## src/source/drbg_cmd_pkg.sv

```systemverilog
// DRBG command front end package with the shared widths, codes and main FSM state type.
`default_nettype none

package drbg_cmd_pkg;

  localparam int unsigned NApps         = 3;
  localparam int unsigned AppIdxWidth   = 2;
  localparam int unsigned CmdWordWidth  = 32;
  localparam int unsigned BufDepth      = 4;
  localparam int unsigned BufPtrWidth   = $clog2(BufDepth);
  localparam int unsigned MaxAdataWords = 3;
  localparam int unsigned AdataWidth    = MaxAdataWords * CmdWordWidth;
  localparam int unsigned EngineLatency = 4;

  typedef logic [CmdWordWidth-1:0] cmd_word_t;
  typedef logic [AppIdxWidth-1:0]  app_idx_t;
  typedef logic [2:0]              acmd_t;
  typedef logic [1:0]              clen_t;
  typedef logic [7:0]              glen_t;
  typedef logic [1:0]              rsp_status_t;
  typedef logic [15:0]             reseed_ctr_t;

  // Application command codes. Any other code is unsupported.
  localparam acmd_t Ins = 3'd1;
  localparam acmd_t Res = 3'd2;
  localparam acmd_t Gen = 3'd3;
  localparam acmd_t Upd = 3'd4;
  localparam acmd_t Uni = 3'd5;

  localparam rsp_status_t StatusOk         = 2'd0;
  localparam rsp_status_t StatusInvalidSeq = 2'd1;

  typedef enum logic [3:0] {
    Idle, ParseCmd, InstantPrep, InstantReq, ReseedPrep, ReseedReq, GeneratePrep,
    GenerateReq, UpdatePrep, UpdateReq, UninstantPrep, UninstantReq, ClrAData,
    CmdCompWait, Error
  } main_sm_state_e;

  // The additional-data length sits in bits 5..4 of a command header.
  function automatic clen_t hdr_clen(cmd_word_t word);
    return word[5:4];
  endfunction

endpackage

`default_nettype wire

```

## src/source/app_cmd_arbiter.sv

```systemverilog
// Application command arbiter with per-port credit buffers and round-robin command grant.
`timescale 1ns/1ps
`default_nettype none

module app_cmd_arbiter #(
  parameter int unsigned NApps = drbg_cmd_pkg::NApps
) (
  input  logic                                 clk_i,
  input  logic                                 rst_ni,
  input  logic [NApps-1:0]                     app_valid_i,
  input  drbg_cmd_pkg::cmd_word_t [NApps-1:0]  app_word_i,
  input  logic                                 acmd_accept_i,
  output logic [NApps-1:0]                     app_credit_o,
  output logic                                 acmd_avail_o,
  output logic                                 xfer_valid_o,
  output drbg_cmd_pkg::cmd_word_t              xfer_word_o,
  output drbg_cmd_pkg::app_idx_t               xfer_shid_o
);
  import drbg_cmd_pkg::*;

  cmd_word_t              head_word [NApps];
  logic [BufPtrWidth:0]   need      [NApps];
  logic [NApps-1:0]       complete;
  logic [NApps-1:0]       pop;
  logic                   busy_q;
  app_idx_t               gnt_q;
  app_idx_t               last_q;
  app_idx_t               winner;
  logic [BufPtrWidth:0]   left_q;

  for (genvar i = 0; i < NApps; i++) begin : g_app
    cmd_word_t              mem_q [BufDepth];
    logic [BufPtrWidth-1:0] wr_ptr_q;
    logic [BufPtrWidth-1:0] rd_ptr_q;
    logic [BufPtrWidth:0]   cnt_q;

    // A command is complete once the header and all of its data words are buffered.
    assign head_word[i] = mem_q[rd_ptr_q];
    assign need[i]      = (BufPtrWidth+1)'(hdr_clen(head_word[i])) + (BufPtrWidth+1)'(1);
    assign complete[i]  = (cnt_q != '0) && (cnt_q >= need[i]);
    assign pop[i]       = busy_q && (gnt_q == app_idx_t'(i));

    always_ff @(posedge clk_i or negedge rst_ni) begin
      if (!rst_ni) begin
        wr_ptr_q <= '0;
        rd_ptr_q <= '0;
        cnt_q    <= '0;
      end else begin
        if (app_valid_i[i]) wr_ptr_q <= wr_ptr_q + 1'b1;
        if (pop[i]) rd_ptr_q <= rd_ptr_q + 1'b1;
        case ({app_valid_i[i], pop[i]})
          2'b10:   cnt_q <= cnt_q + 1'b1;
          2'b01:   cnt_q <= cnt_q - 1'b1;
          default: cnt_q <= cnt_q;
        endcase
      end
    end

    // Credits guarantee space, so a write never finds the buffer full.
    always_ff @(posedge clk_i) begin
      if (app_valid_i[i]) mem_q[wr_ptr_q] <= app_word_i[i];
    end
  end

  // Search starts at the port after the last winner.
  always_comb begin
    int   idx;
    logic found;
    winner = last_q;
    found  = 1'b0;
    for (int k = 1; k <= NApps; k++) begin
      idx = (int'(last_q) + k) % NApps;
      if (!found && complete[idx]) begin
        winner = app_idx_t'(idx);
        found  = 1'b1;
      end
    end
  end

  always_ff @(posedge clk_i or negedge rst_ni) begin
    if (!rst_ni) begin
      busy_q       <= 1'b0;
      gnt_q        <= '0;
      last_q       <= app_idx_t'(NApps - 1);
      left_q       <= '0;
      app_credit_o <= '0;
    end else begin
      app_credit_o <= pop;
      if (busy_q) begin
        left_q <= left_q - 1'b1;
        if (left_q == (BufPtrWidth+1)'(1)) busy_q <= 1'b0;
      end else if (acmd_accept_i && acmd_avail_o) begin
        busy_q <= 1'b1;
        gnt_q  <= winner;
        last_q <= winner;
        left_q <= need[winner];
      end
    end
  end

  assign acmd_avail_o = !busy_q && (|complete);
  assign xfer_valid_o = busy_q;
  assign xfer_word_o  = head_word[gnt_q];
  assign xfer_shid_o  = gnt_q;

endmodule

`default_nettype wire

```

## src/source/cmd_parser.sv

```systemverilog
// Command parser that decodes the granted header and packs its additional data words.
`timescale 1ns/1ps
`default_nettype none

module cmd_parser (
  input  logic                                  clk_i,
  input  logic                                  rst_ni,
  input  logic                                  xfer_valid_i,
  input  drbg_cmd_pkg::cmd_word_t               xfer_word_i,
  input  drbg_cmd_pkg::app_idx_t                xfer_shid_i,
  input  logic                                  clr_adata_i,
  output drbg_cmd_pkg::acmd_t                   acmd_o,
  output logic                                  flag0_o,
  output drbg_cmd_pkg::glen_t                   glen_o,
  output drbg_cmd_pkg::app_idx_t                shid_o,
  output logic [drbg_cmd_pkg::AdataWidth-1:0]   adata_o,
  output logic                                  acmd_eop_o
);
  import drbg_cmd_pkg::*;

  // High while additional data words of the current command are still expected.
  logic  in_data_q;
  clen_t clen_q;
  clen_t widx_q;
  logic  hdr_vld;
  logic  last_word;

  assign hdr_vld   = xfer_valid_i && !in_data_q;
  assign last_word = xfer_valid_i && in_data_q && (widx_q == clen_q - clen_t'(1));

  always_ff @(posedge clk_i or negedge rst_ni) begin
    if (!rst_ni) begin
      in_data_q  <= 1'b0;
      clen_q     <= '0;
      widx_q     <= '0;
      acmd_eop_o <= 1'b0;
    end else begin
      acmd_eop_o <= (hdr_vld && hdr_clen(xfer_word_i) == '0) || last_word;
      if (hdr_vld) begin
        clen_q    <= hdr_clen(xfer_word_i);
        widx_q    <= '0;
        in_data_q <= (hdr_clen(xfer_word_i) != '0);
      end else if (xfer_valid_i) begin
        widx_q <= widx_q + clen_t'(1);
        if (last_word) in_data_q <= 1'b0;
      end
    end
  end

  // Header fields hold until the next header arrives.
  always_ff @(posedge clk_i) begin
    if (hdr_vld) begin
      acmd_o  <= xfer_word_i[2:0];
      flag0_o <= xfer_word_i[8];
      glen_o  <= xfer_word_i[19:12];
      shid_o  <= xfer_shid_i;
    end
    if (clr_adata_i || hdr_vld) begin
      adata_o <= '0;
    end else if (xfer_valid_i) begin
      // Data word n lands in slot n, so shorter commands leave the upper slots at zero.
      adata_o[widx_q*CmdWordWidth +: CmdWordWidth] <= xfer_word_i;
    end
  end

endmodule

`default_nettype wire

```

## src/source/cmd_main_sm.sv

```systemverilog
// Main command FSM that checks command legality and sequences the entropy and engine requests.
`timescale 1ns/1ps
`default_nettype none

module cmd_main_sm #(
  parameter int unsigned NApps = drbg_cmd_pkg::NApps
) (
  input  logic                   clk_i,
  input  logic                   rst_ni,
  input  logic                   enable_i,
  input  logic                   acmd_avail_i,
  input  drbg_cmd_pkg::app_idx_t shid_i,
  input  drbg_cmd_pkg::acmd_t    acmd_i,
  input  logic                   acmd_eop_i,
  input  logic                   engine_rdy_i,
  input  logic                   flag0_i,
  input  logic                   entropy_avail_i,
  input  logic                   cmd_complete_i,
  input  logic                   local_escalate_i,
  output logic                   acmd_accept_o,
  output logic                   entropy_req_o,
  output logic                   instant_req_o,
  output logic                   reseed_req_o,
  output logic                   generate_req_o,
  output logic                   update_req_o,
  output logic                   uninstant_req_o,
  output logic                   clr_adata_o,
  output logic                   invalid_cmd_seq_o,
  output logic                   alert_o,
  output logic                   err_o
);
  import drbg_cmd_pkg::*;

  main_sm_state_e   state_d, state_q;
  // One bit per instance records whether it is instantiated.
  logic [NApps-1:0] instantiated_d, instantiated_q;
  logic             inst_hit;

  assign inst_hit = instantiated_q[shid_i];

  always_ff @(posedge clk_i or negedge rst_ni) begin
    if (!rst_ni) begin
      state_q        <= Idle;
      instantiated_q <= '0;
    end else begin
      state_q        <= state_d;
      instantiated_q <= instantiated_d;
    end
  end

  always_comb begin
    state_d           = state_q;
    instantiated_d    = instantiated_q;
    acmd_accept_o     = 1'b0;
    entropy_req_o     = 1'b0;
    instant_req_o     = 1'b0;
    reseed_req_o      = 1'b0;
    generate_req_o    = 1'b0;
    update_req_o      = 1'b0;
    uninstant_req_o   = 1'b0;
    clr_adata_o       = 1'b0;
    invalid_cmd_seq_o = 1'b0;
    alert_o           = 1'b0;
    err_o             = 1'b0;

    if (state_q == Error) begin
      // Only reset leaves the error state.
      err_o = 1'b1;
    end else if (local_escalate_i) begin
      state_d = Error;
    end else if (!enable_i) begin
      state_d        = Idle;
      instantiated_d = '0;
    end else begin
      case (state_q)
        Idle: begin
          if (engine_rdy_i && acmd_avail_i) begin
            acmd_accept_o = 1'b1;
            state_d       = ParseCmd;
          end
        end
        ParseCmd: begin
          // Header fields are only trusted once the whole command has arrived.
          if (acmd_eop_i) begin
            state_d = Idle;
            case (acmd_i)
              Ins: begin
                if (inst_hit) begin
                  invalid_cmd_seq_o = 1'b1;
                end else begin
                  instantiated_d[shid_i] = 1'b1;
                  state_d                = InstantPrep;
                end
              end
              Res, Gen, Upd: begin
                if (!inst_hit) invalid_cmd_seq_o = 1'b1;
                else if (acmd_i == Res) state_d = ReseedPrep;
                else if (acmd_i == Gen) state_d = GeneratePrep;
                else state_d = UpdatePrep;
              end
              Uni: begin
                instantiated_d[shid_i] = 1'b0;
                state_d                = UninstantPrep;
              end
              default: alert_o = 1'b1;
            endcase
          end
        end
        InstantPrep, ReseedPrep: begin
          // Without flag0 the command waits for fresh entropy.
          entropy_req_o = !flag0_i;
          if (flag0_i || entropy_avail_i) begin
            state_d = (state_q == InstantPrep) ? InstantReq : ReseedReq;
          end
        end
        GeneratePrep:  state_d = GenerateReq;
        UpdatePrep:    state_d = UpdateReq;
        UninstantPrep: state_d = UninstantReq;
        InstantReq: begin
          instant_req_o = 1'b1;
          state_d       = ClrAData;
        end
        ReseedReq: begin
          reseed_req_o = 1'b1;
          state_d      = ClrAData;
        end
        GenerateReq: begin
          generate_req_o = 1'b1;
          state_d        = ClrAData;
        end
        UpdateReq: begin
          update_req_o = 1'b1;
          state_d      = ClrAData;
        end
        UninstantReq: begin
          uninstant_req_o = 1'b1;
          state_d         = ClrAData;
        end
        ClrAData: begin
          clr_adata_o = 1'b1;
          state_d     = CmdCompWait;
        end
        CmdCompWait: begin
          if (cmd_complete_i) state_d = Idle;
        end
        default: begin
          state_d = Error;
          err_o   = 1'b1;
        end
      endcase
    end
  end

endmodule

`default_nettype wire

```

## src/source/drbg_cmd_engine.sv

```systemverilog
// DRBG command engine with fixed latency and per-instance reseed counter bookkeeping.
`timescale 1ns/1ps
`default_nettype none

module drbg_cmd_engine (
  input  logic                        clk_i,
  input  logic                        rst_ni,
  input  logic                        instant_req_i,
  input  logic                        reseed_req_i,
  input  logic                        generate_req_i,
  input  logic                        update_req_i,
  input  logic                        uninstant_req_i,
  input  logic                        invalid_cmd_seq_i,
  input  drbg_cmd_pkg::acmd_t         acmd_i,
  input  drbg_cmd_pkg::app_idx_t      shid_i,
  input  drbg_cmd_pkg::glen_t         glen_i,
  output logic                        engine_rdy_o,
  output logic                        cmd_complete_o,
  output logic                        rsp_valid_o,
  output drbg_cmd_pkg::app_idx_t      rsp_shid_o,
  output drbg_cmd_pkg::acmd_t         rsp_acmd_o,
  output drbg_cmd_pkg::rsp_status_t   rsp_status_o,
  output drbg_cmd_pkg::reseed_ctr_t   rsp_reseed_ctr_o
);
  import drbg_cmd_pkg::*;

  logic                             start;
  logic                             fire;
  logic                             busy_q;
  logic [$clog2(EngineLatency)-1:0] lat_cnt_q;
  acmd_t                            cmd_q;
  app_idx_t                         shid_q;
  reseed_ctr_t                      reseed_ctr_q [NApps];
  reseed_ctr_t                      ctr_next;

  assign start = instant_req_i | reseed_req_i | generate_req_i | update_req_i | uninstant_req_i;
  // The response register loads one cycle before the latency expires.
  assign fire  = busy_q && (lat_cnt_q == 1);

  // A new request is only taken while no command is in flight.
  assign engine_rdy_o = !busy_q;

  always_comb begin
    ctr_next = reseed_ctr_q[shid_q];
    case (cmd_q)
      Ins, Res, Uni: ctr_next = '0;
      Gen:           ctr_next = reseed_ctr_q[shid_q] + reseed_ctr_t'(1);
      default:       ctr_next = reseed_ctr_q[shid_q];
    endcase
  end

  always_ff @(posedge clk_i or negedge rst_ni) begin
    if (!rst_ni) begin
      busy_q         <= 1'b0;
      lat_cnt_q      <= '0;
      rsp_valid_o    <= 1'b0;
      cmd_complete_o <= 1'b0;
      reseed_ctr_q   <= '{default: '0};
    end else begin
      rsp_valid_o    <= fire | invalid_cmd_seq_i;
      cmd_complete_o <= fire;
      if (start) begin
        busy_q    <= 1'b1;
        lat_cnt_q <= ($clog2(EngineLatency))'(EngineLatency - 1);
      end else if (busy_q) begin
        lat_cnt_q <= lat_cnt_q - 1'b1;
        if (fire) begin
          busy_q               <= 1'b0;
          reseed_ctr_q[shid_q] <= ctr_next;
        end
      end
    end
  end

  always_ff @(posedge clk_i) begin
    if (start) begin
      cmd_q  <= acmd_i;
      shid_q <= shid_i;
    end
    if (invalid_cmd_seq_i) begin
      rsp_shid_o       <= shid_i;
      rsp_acmd_o       <= acmd_i;
      rsp_status_o     <= StatusInvalidSeq;
      rsp_reseed_ctr_o <= reseed_ctr_q[shid_i];
    end else if (fire) begin
      rsp_shid_o       <= shid_q;
      rsp_acmd_o       <= cmd_q;
      rsp_status_o     <= StatusOk;
      rsp_reseed_ctr_o <= ctr_next;
    end
  end

endmodule

`default_nettype wire

```

## src/source/drbg_cmd_top.sv

```systemverilog
// DRBG command front end top level joining the arbiter, parser, main FSM and engine.
`timescale 1ns/1ps
`default_nettype none

module drbg_cmd_top (
  input  logic                                              clk_i,
  input  logic                                              rst_ni,
  input  logic                                              enable_i,
  input  logic [drbg_cmd_pkg::NApps-1:0]                    app_valid_i,
  input  drbg_cmd_pkg::cmd_word_t [drbg_cmd_pkg::NApps-1:0] app_word_i,
  input  logic                                              entropy_avail_i,
  input  logic                                              local_escalate_i,
  output logic [drbg_cmd_pkg::NApps-1:0]                    app_credit_o,
  output logic                                              entropy_req_o,
  output logic                                              rsp_valid_o,
  output drbg_cmd_pkg::app_idx_t                            rsp_shid_o,
  output drbg_cmd_pkg::acmd_t                               rsp_acmd_o,
  output drbg_cmd_pkg::rsp_status_t                         rsp_status_o,
  output drbg_cmd_pkg::reseed_ctr_t                         rsp_reseed_ctr_o,
  output logic                                              alert_o,
  output logic                                              err_o
);
  import drbg_cmd_pkg::*;

  logic                  acmd_avail, acmd_accept, acmd_eop;
  logic                  xfer_valid;
  cmd_word_t             xfer_word;
  app_idx_t              xfer_shid, shid;
  acmd_t                 acmd;
  logic                  flag0, clr_adata;
  glen_t                 glen;
  logic [AdataWidth-1:0] adata;
  logic                  instant_req, reseed_req, generate_req, update_req, uninstant_req;
  logic                  invalid_cmd_seq, engine_rdy, cmd_complete;

  app_cmd_arbiter #(.NApps(NApps)) u_arbiter (
    .clk_i, .rst_ni, .app_valid_i, .app_word_i,
    .acmd_accept_i (acmd_accept), .app_credit_o, .acmd_avail_o (acmd_avail),
    .xfer_valid_o (xfer_valid), .xfer_word_o (xfer_word), .xfer_shid_o (xfer_shid)
  );

  // The packed additional data has no consumer yet since the engine models no cryptography.
  cmd_parser u_parser (
    .clk_i, .rst_ni, .xfer_valid_i (xfer_valid), .xfer_word_i (xfer_word),
    .xfer_shid_i (xfer_shid), .clr_adata_i (clr_adata), .acmd_o (acmd), .flag0_o (flag0),
    .glen_o (glen), .shid_o (shid), .adata_o (adata), .acmd_eop_o (acmd_eop)
  );

  cmd_main_sm #(.NApps(NApps)) u_main_sm (
    .clk_i, .rst_ni, .enable_i, .acmd_avail_i (acmd_avail), .shid_i (shid), .acmd_i (acmd),
    .acmd_eop_i (acmd_eop), .engine_rdy_i (engine_rdy), .flag0_i (flag0), .entropy_avail_i,
    .cmd_complete_i (cmd_complete), .local_escalate_i, .acmd_accept_o (acmd_accept),
    .entropy_req_o, .instant_req_o (instant_req), .reseed_req_o (reseed_req),
    .generate_req_o (generate_req), .update_req_o (update_req),
    .uninstant_req_o (uninstant_req), .clr_adata_o (clr_adata),
    .invalid_cmd_seq_o (invalid_cmd_seq), .alert_o, .err_o
  );

  drbg_cmd_engine u_engine (
    .clk_i, .rst_ni, .instant_req_i (instant_req), .reseed_req_i (reseed_req),
    .generate_req_i (generate_req), .update_req_i (update_req),
    .uninstant_req_i (uninstant_req), .invalid_cmd_seq_i (invalid_cmd_seq),
    .acmd_i (acmd), .shid_i (shid), .glen_i (glen), .engine_rdy_o (engine_rdy),
    .cmd_complete_o (cmd_complete), .rsp_valid_o, .rsp_shid_o, .rsp_acmd_o, .rsp_status_o,
    .rsp_reseed_ctr_o
  );

endmodule

`default_nettype wire

```

## config.mk

```make
export PLATFORM = sky130hd
export DESIGN_NAME = drbg_cmd_top
export DESIGN_NICKNAME = d
export VERILOG_FILES = /design/src/source/drbg_cmd_pkg.sv /design/src/source/app_cmd_arbiter.sv /design/src/source/cmd_parser.sv /design/src/source/cmd_main_sm.sv /design/src/source/drbg_cmd_engine.sv /design/src/source/drbg_cmd_top.sv
export SDC_FILE = /design/constraint.sdc
export NUM_CORES = 1
export LEC_CHECK = 0
export ABC_AREA = 1
export BUFFER_PORTS_ARGS = -buffer_cell sky130_fd_sc_hd__buf_2
export CORE_AREA = 2 2 189 191
export DETAILED_ROUTE_END_ITERATION = 10
export DIE_AREA = 0 0 191 193
export SETUP_SLACK_MARGIN = 0.1
export SLEW_MARGIN = 10
export SYNTH_ARGS = -nofsm -noshare
export SYNTH_HDL_FRONTEND = slang
export SYNTH_SLANG_ARGS = --single-unit
```

## constraint.sdc

```tcl
create_clock -name clk_i -period 4.1 [get_ports clk_i]
set_input_delay 0.41 -clock clk_i [delete_from_list [all_inputs] [get_ports clk_i]]
set_output_delay 0.41 -clock clk_i [all_outputs]
set_load 0.1 [all_outputs]
```

==> out/summary.txt, run 1 <==
Routability cong.: 0.8975
WL final: 23.47 mm
Share of cells above drive strength 1: 12.93%
FP Rows: 69
Crit-path max FO: 7
DPL Wire Length: 16.18 mm
Final setup violation count: 0
Seq cells post-synth: 202
Mapped Nets: 1278
Async set-or-reset flop fraction in the synthesized netlist: 48.02%
CTS Sinks: 202
Worst Hold Depth: 1
Vias in the first global route: 7491
Mapped cell area: 10300 um2
Highest clock rate: 290.0 MHz
Clk Latency, worst-skew pair: 510 ps
RR Endpoint: u_arbiter.left_q[0]
Unique masters post-synth: 50
Hold Path Sink: u_arbiter.g_app[1].mem_q[3][1]
Setup Buffers After CTS: 0
Worst path max stage delay: 470 ps
First-pass GRT wire length: 37.96 mm
Final min period: 3449 ps
EDFF count, synth: 104
CP Class: reg -> reg
Yosys warnings: 0
P_leak: 5.201 nW
Power density over cell area: 642.7 nW/um2
Crit path DAT: 3850 ps
Synth area leaders: edfxtp_1 (30%), dfrtp_1 (23%), nand2_1 (11%)
Hold Fails Final Rpt: 0
Global Route Usage Sum: 12.85%
R2R Path Start: u_arbiter.g_app[2].rd_ptr_q[1]
Cell taking the most area after synthesis: edfxtp_1
Fillcell total: 3595
Share of the synthesized area in the top cell type: 30.32%
CTS Buffer Depth: 3
Initial antenna violation count: 0
Clock transition at the registers of the reported paths: 60 ps
Hold Path Origin: app_word_i[33]
Cell Chain, Critical Path: inv_1 > nand3_1 > nand2_1 > inv_1 > ha_1 > inv_1 > ha_1 > nand2_1 > o21ai_0 > nand3_1 > nand2_1 > nand2_1 > a21oi_1 > nand3_1 > nand2_1 > nand2_1 > nand3_1 > nand2_1 > nand2_1 > nand2_1
Reg2Reg Depth: 20
Die height: 193 um
Root buffer cell: clkbuf_16
Worst Path Buf+Inv: 3
I/O pins: 134
Fin. max-slew vios: 0
Syn-to-layout area delta: 15.26%
Post-Synthesis Cells: 1138
H-tree levels: 1
Die W: 191 um
Core area: 34960 um2
Most used DFF post-synth: edfxtp_1
Worst IR Drop VDD: 0.3706 mV
DR vias: 7736
Cell Count Post-Placement: 1632
Worst EP required: 4500 ps
First-pass detailed-route iteration total: 5
Worst Skew: 10.12 ps
Die ar.: 36860 um2
Max_cap viols: 0
DRT iter0 DRCs: 442
Slowest cell on the critical path: o21ai_0
Average size of a mapped cell: 9.052 um2
Period utilization: 84.12%
Initial Util: 29.46%
Most used cell, CP: nand2_1
Largest net degree at the start of global routing: 50
Detail Route Antenna Nets: 0
Worst setup EP type: flip-flop
Vias per Instance: 4.619
Hold Crit Class: in -> reg
Routed length per instance: 14.01 um
Port buffer count: 54
Status: completed
Number of diodes: 0
Slew @ Worst Pin: 707.6 ps
Crit path launch type: flip-flop
TritonCTS clock tree: yes
Seq/Total Area, Yosys: 54.09%
RSZ-0062 raised after global routing: no
Post-layout nets: 1337
Aggregate negative setup slack: 0 ps
CTS buffer count: 23
FF-to-FF setup slack: 650 ps
Non-filler instance count after layout: 1675
Family with the most delay on the worst path: simple AND/OR/NAND/NOR gates
DRC: 0
Rel. slew slack: 52.77%
Grt total ovfl: 0
-- stage by stage --
stage                     cell area, um2  worst slack (ps)  hold slack (ps)  util, %  power, mW
after detailed placement           11050             667.4            439.9    31.60      5.491
after floorplan                    10300             755.1            114.4        -      4.835
after global placement             11050             665.6            441.8    31.60      5.429
after global routing               11870             201.1            94.33    33.96      8.193
final                              11870             651.2            116.5    33.96      7.630
after CTS                          11870             625.8            86.54    33.96      7.701
-- sequential cells by signal (all words and copies together) (netlist names), 3 cells and up --
register and cells:
u_arbiter.app_credit_o 3, u_arbiter.g_app.cnt_q 9, u_arbiter.g_app.mem_q 72, u_arbiter.g_app.rd_ptr_q 6
u_arbiter.g_app.wr_ptr_q 6, u_arbiter.left_q 3, u_engine.cmd_q 3, u_engine.reseed_ctr_q 48
u_engine.rsp_acmd_o 3, u_engine.rsp_reseed_ctr_o 16, u_main_sm.instantiated_q 3, u_main_sm.state_q 4
u_parser.acmd_o 3
-- cells by family (layout without fill, tap and decap cells) --
group | after synthesis | count (layout) | share of synthesized area, %
buffers and inverters | 177 | 253 | 6.972
DFF | 202 | 202 | 54.09
AOI/OAI and AO/OA | 203 | 203 | 12.26
other | 1 | 1 | 0.03640
adders and majority gates | 36 | 36 | 4.591
and+or+nand+nor | 497 | 497 | 20.19
xor gates and xnor gates | 22 | 22 | 1.870
-- cells in the mapped netlist, types with 3 or more instances --
cell,number
nor3_1,13
o22ai_1,25
inv_2,10
nand4_1,7
o21ai_2,10
xor2_1,17
fa_1,3
dfrtp_1,96
o221ai_2,3
a21oi_1,32
nand3_1,62
nor2_4,3
clkbuf_1,15
inv_1,135
buf_4,3
a22oi_1,6
a21oi_2,3
buf_2,7
o211ai_1,5
nor2_1,81
nand2_2,10
xnor2_1,5
ha_1,33
nand2_1,307
edfxtp_1,104
a221oi_1,4
o21ai_1,5
nor2_2,8
o21ai_0,96
o211ai_2,3
-- worst max-delay path by stage --
stage                                       to  slack [ps]                           start  cells after the start
after global placement    u_main_sm.state_q[1]         670  u_arbiter.g_app[0].rd_ptr_q[0]                     20
after CTS                 u_main_sm.state_q[1]         630  u_arbiter.g_app[0].rd_ptr_q[0]                     20
after floorplan                        alert_o         760            u_main_sm.state_q[2]                      7
after detailed placement   u_arbiter.left_q[0]         670  u_arbiter.g_app[0].rd_ptr_q[0]                     23
final                      u_arbiter.left_q[0]         650  u_arbiter.g_app[2].rd_ptr_q[1]                     20
after global routing      u_main_sm.state_q[1]         200  u_arbiter.g_app[0].rd_ptr_q[0]                     20
-- final cells by class --
cell class / count / area, um2 / area share, %
clock buffer: 29 / 629.4 / 5.301
timing repair buffer: 63 / 342.8 / 2.888
sequential: 202 / 5572 / 46.93
multi-input combinational: 759 / 4011 / 33.79
tap: 461 / 576.8 / 4.858
clock inverter: 13 / 182.7 / 1.539
inverter: 148 / 558.0 / 4.700
-- placed cells by master (no fill, tap or decap), types with 4 or more instances in the layout --
cell type  Yosys  layout
o211ai_1       5       5
xnor2_1        5       5
buf_4          3       9
nor3_1        13      13
o22ai_1       25      25
inv_1        135     135
buf_2          7      53
nand2_1      307     307
a22oi_1        6       6
o21ai_0       96      96
xor2_1        17      17
nand3_1       62      62
a21oi_1       32      32
inv_2         10      10
bufinv_16      0       4
o21ai_1        5       5
ha_1          33      33
nand4_1        7       7
dfrtp_1       96      96
nand2_2       10      10
a221oi_1       4       4
nor2_2         8       8
clkbuf_1      15       4
clkbuf_16      0      24
o21ai_2       10      10
edfxtp_1     104     104
nor2_1        81      81
-- layer usage --
metal  share of wire (%)  vias to the layer above  GRT usage [%]
li1                    -                     3897              -
met3                 4.7                       42          2.118
met5                   0                        -              0
met1                  44                     3619          16.35
met2                  48                      178          22.30
met4                 2.8                        0          4.114
-- report_power, final --
| group | switching (mW) | internal, mW |
|---|---|---|
| logic | 1.80 | 0.825 |
| clock network | 0.839 | 1.35 |
| registers | 0.251 | 2.57 |
| total | 2.89 | 4.74 |
-- timing repair --
item,CTS,global route
setup endpoints to repair,0,0
resized for setup,0,0
endpoints found under the hold margin,46,0
hold buffers,1,0
No activity file was read; power rests on OpenSTA's default activity.
==> run 2, diff against run 1 <==
Clock period 4.1 ns to 3.23 ns, I/O delays scaled along.
==> out/summary.txt, run 2 (synthesis gave the netlist of run 1 again) <==
Top reg by flops: u_arbiter.g_app.mem_q
Post-layout nets: 1359 (+1.6%)
Highest clock rate: 346.4 MHz (+19%)
FF-to-FF setup slack: 340 ps (-310 ps)
Grt total ovfl: 0 (unchanged)
FP Rows: 69 (unchanged)
Clk Latency, worst-skew pair: 520 ps (about the same)
DRC: 0 (unchanged)
Slew @ Worst Pin: 705.8 ps (-1.834 ps)
Detail Route Antenna Nets: 0 (unchanged)
P_leak: 5.283 nW (+1.6%)
Commonest non-fill, non-tap cell in the layout: nand2_1
DRT iter0 DRCs: 563 (+27%)
Hold Path Origin: app_word_i[64]
Status: completed
Syn-to-layout area delta: 16.94%
WL final: 23.12 mm (-1.5%)
Share of cells above drive strength 1: 15.45% (+2.5 points)
Vias in the first global route: 7534 (+0.57%)
CTS Buffer Depth: 3 (unchanged)
Aggregate negative setup slack: 0 ps (unchanged)
Crit-path max FO: 10 (+3)
Core area: 34960 um2 (unchanged)
Vias per Instance: 4.576 (-0.91%)
Largest net degree at the start of global routing: 51 (+2.0%)
Crit path DAT: 3290 ps (-560 ps)
Non-filler instance count after layout: 1697 (+1.3%)
Clock transition at the registers of the reported paths: 70 ps (about the same)
Max FFs per register: 72 (unchanged)
Fillcell total: 3575 (-0.56%)
Initial antenna violation count: 0 (unchanged)
Hold Crit Class: in -> reg
Worst EP required: 3630 ps (-870 ps)
Worst setup EP type: flip-flop
First-pass GRT wire length: 37.94 mm (about the same)
Worst IR Drop VDD: 0.4922 mV (+33%)
RSZ-0062 raised after global routing: no
CTS buffer count: 23 (unchanged)
Top flop regs: u_arbiter.g_app.mem_q: 72 flops, u_engine.reseed_ctr_q: 48 flops, u_engine.rsp_reseed_ctr_o: 16 flops
DPL Wire Length: 16.44 mm (+1.6%)
Hold Fails Final Rpt: 0 (unchanged)
Commonest cells after routing, fill and taps aside: nand2_1 (304), inv_1 (132), edfxtp_1 (104)
CTS Sinks: 202 (unchanged)
Final min period: 2887 ps (-561.6 ps)
TritonCTS clock tree: yes
Port buffer count: 54 (unchanged)
Rel. slew slack: 52.95% (+0.17 points)
Die height: 193 um (unchanged)
Crit path launch type: flip-flop
Global Route Usage Sum: 12.71% (-0.14 points)
Final WS setup: 342.9 ps (-308.4 ps)
Fin. max-slew vios: 0 (unchanged)
CP startpoint: u_arbiter.g_app[2].rd_ptr_q[0]
DR vias: 7766 (+0.39%)
Final hold slack: 28.02 ps (-88.44 ps)
Final cell utilization of the core: 34.45% (+0.50 points)
Max_cap viols: 0 (unchanged)
Root buffer cell: clkbuf_16
Routed length per instance: 13.63 um (-2.8%)
CP Class: reg -> reg
Die W: 191 um (unchanged)
R2R Path Start: u_arbiter.g_app[2].rd_ptr_q[0]
RR Endpoint: u_arbiter.left_q[1]
Cell Count Post-Placement: 1649 (+1.0%)
Sequential cell area: 5574 um2 (about the same)
Footprint of the multi-input gates: 4051 um2 (+1.0%)
Die ar.: 36860 um2 (unchanged)
Worst Skew: 19.60 ps (+9.475 ps)
Power density over cell area: 822.6 nW/um2 (+28%)
Worst Hold Depth: 1 (unchanged)
Hold Path Sink: u_arbiter.g_app[2].mem_q[0][0]
Routability cong.: 0.8921 (-0.60%)
Initial Util: 29.46% (unchanged)
H-tree levels: 1 (unchanged)
Final setup violation count: 0 (unchanged)
I/O pins: 134 (unchanged)
Number of diodes: 0 (unchanged)
Placement Setup Slack: 147.1 ps (-520.3 ps)
Reg2Reg Depth: 22 (+10%)
Period utilization: 89.39% (+5.3 points)
First-pass detailed-route iteration total: 5 (unchanged)
-- run 2: critical path, cell delays in order, from the launching register on --
cell     delay [ps]
dfrtp_1         420
buf_4           190
nand2_1          60
nand3_1          70
nand2_1         110
inv_1            60
ha_1            290
inv_1            50
ha_1            260
nand2_1          50
o21ai_1         120
buf_4           150
nand3_1          60
nand2_1          80
nand2_2         100
nand2_1          70
o21ai_0          90
nor2_2          230
inv_2            70
nand3_1          80
nand2_1          60
nand2_1          50
nand2_1          50
-- run 2: report_power, final --
part           internal, mW  total (mW)  switching, mW
Clock                  1.56        2.61           1.05
Sequential             3.26        3.56          0.299
Combinational          1.31        3.74           2.43
Total                  6.14        9.91           3.77
-- run 2: stage by stage --
| step | power [mW] | cell area, um2 |
|---|---|---|
| 4_1_cts | 9.808 | 11970 |
| 5_1_grt | 10.66 | 12050 |
| 3_3_place_gp | 7.081 | 11210 |
| 3_5_place_dp | 7.161 | 11210 |
| 6_report | 9.910 | 12050 |
| 2_1_floorplan | 6.137 | 10310 |
-- run 2: per-layer routing --
layer	share of wire [%]	track usage (%)	up-vias
met2	47	21.85	202
met4	2.1	3.190	0
met1	46	16.72	3587
li1	-	-	3935
met3	5.1	2.027	42
met5	0	0	-
-- run 2: final cells by class --
class / instances / area share [%]
Multi-Input combinational cell: 759 / 33.63
Clock buffer: 30 / 4.996
Tap cell: 461 / 4.788
Inverter: 148 / 4.632
Timing Repair Buffer: 85 / 4.425
Clock inverter: 12 / 1.257
Sequential cell: 202 / 46.27
-- run 2: worst max-delay path by stage --
stage,endpoint,slack [ps]
after global placement,u_main_sm.state_q[1],160
final,u_arbiter.left_q[1],340
after floorplan,entropy_req_o,140
after detailed placement,u_main_sm.state_q[1],150
after global routing,u_arbiter.xfer_shid_o[1],90
after CTS,u_main_sm.state_q[1],130
-- run 2: what timing repair did --
action                                  in CTS  in global routing
gates resized for setup                      0                 17
hold endpoints to repair                    49                  0
setup buffers                                0                  5
endpoints found under the setup margin       0                  9
hold buffers                                 1                  0
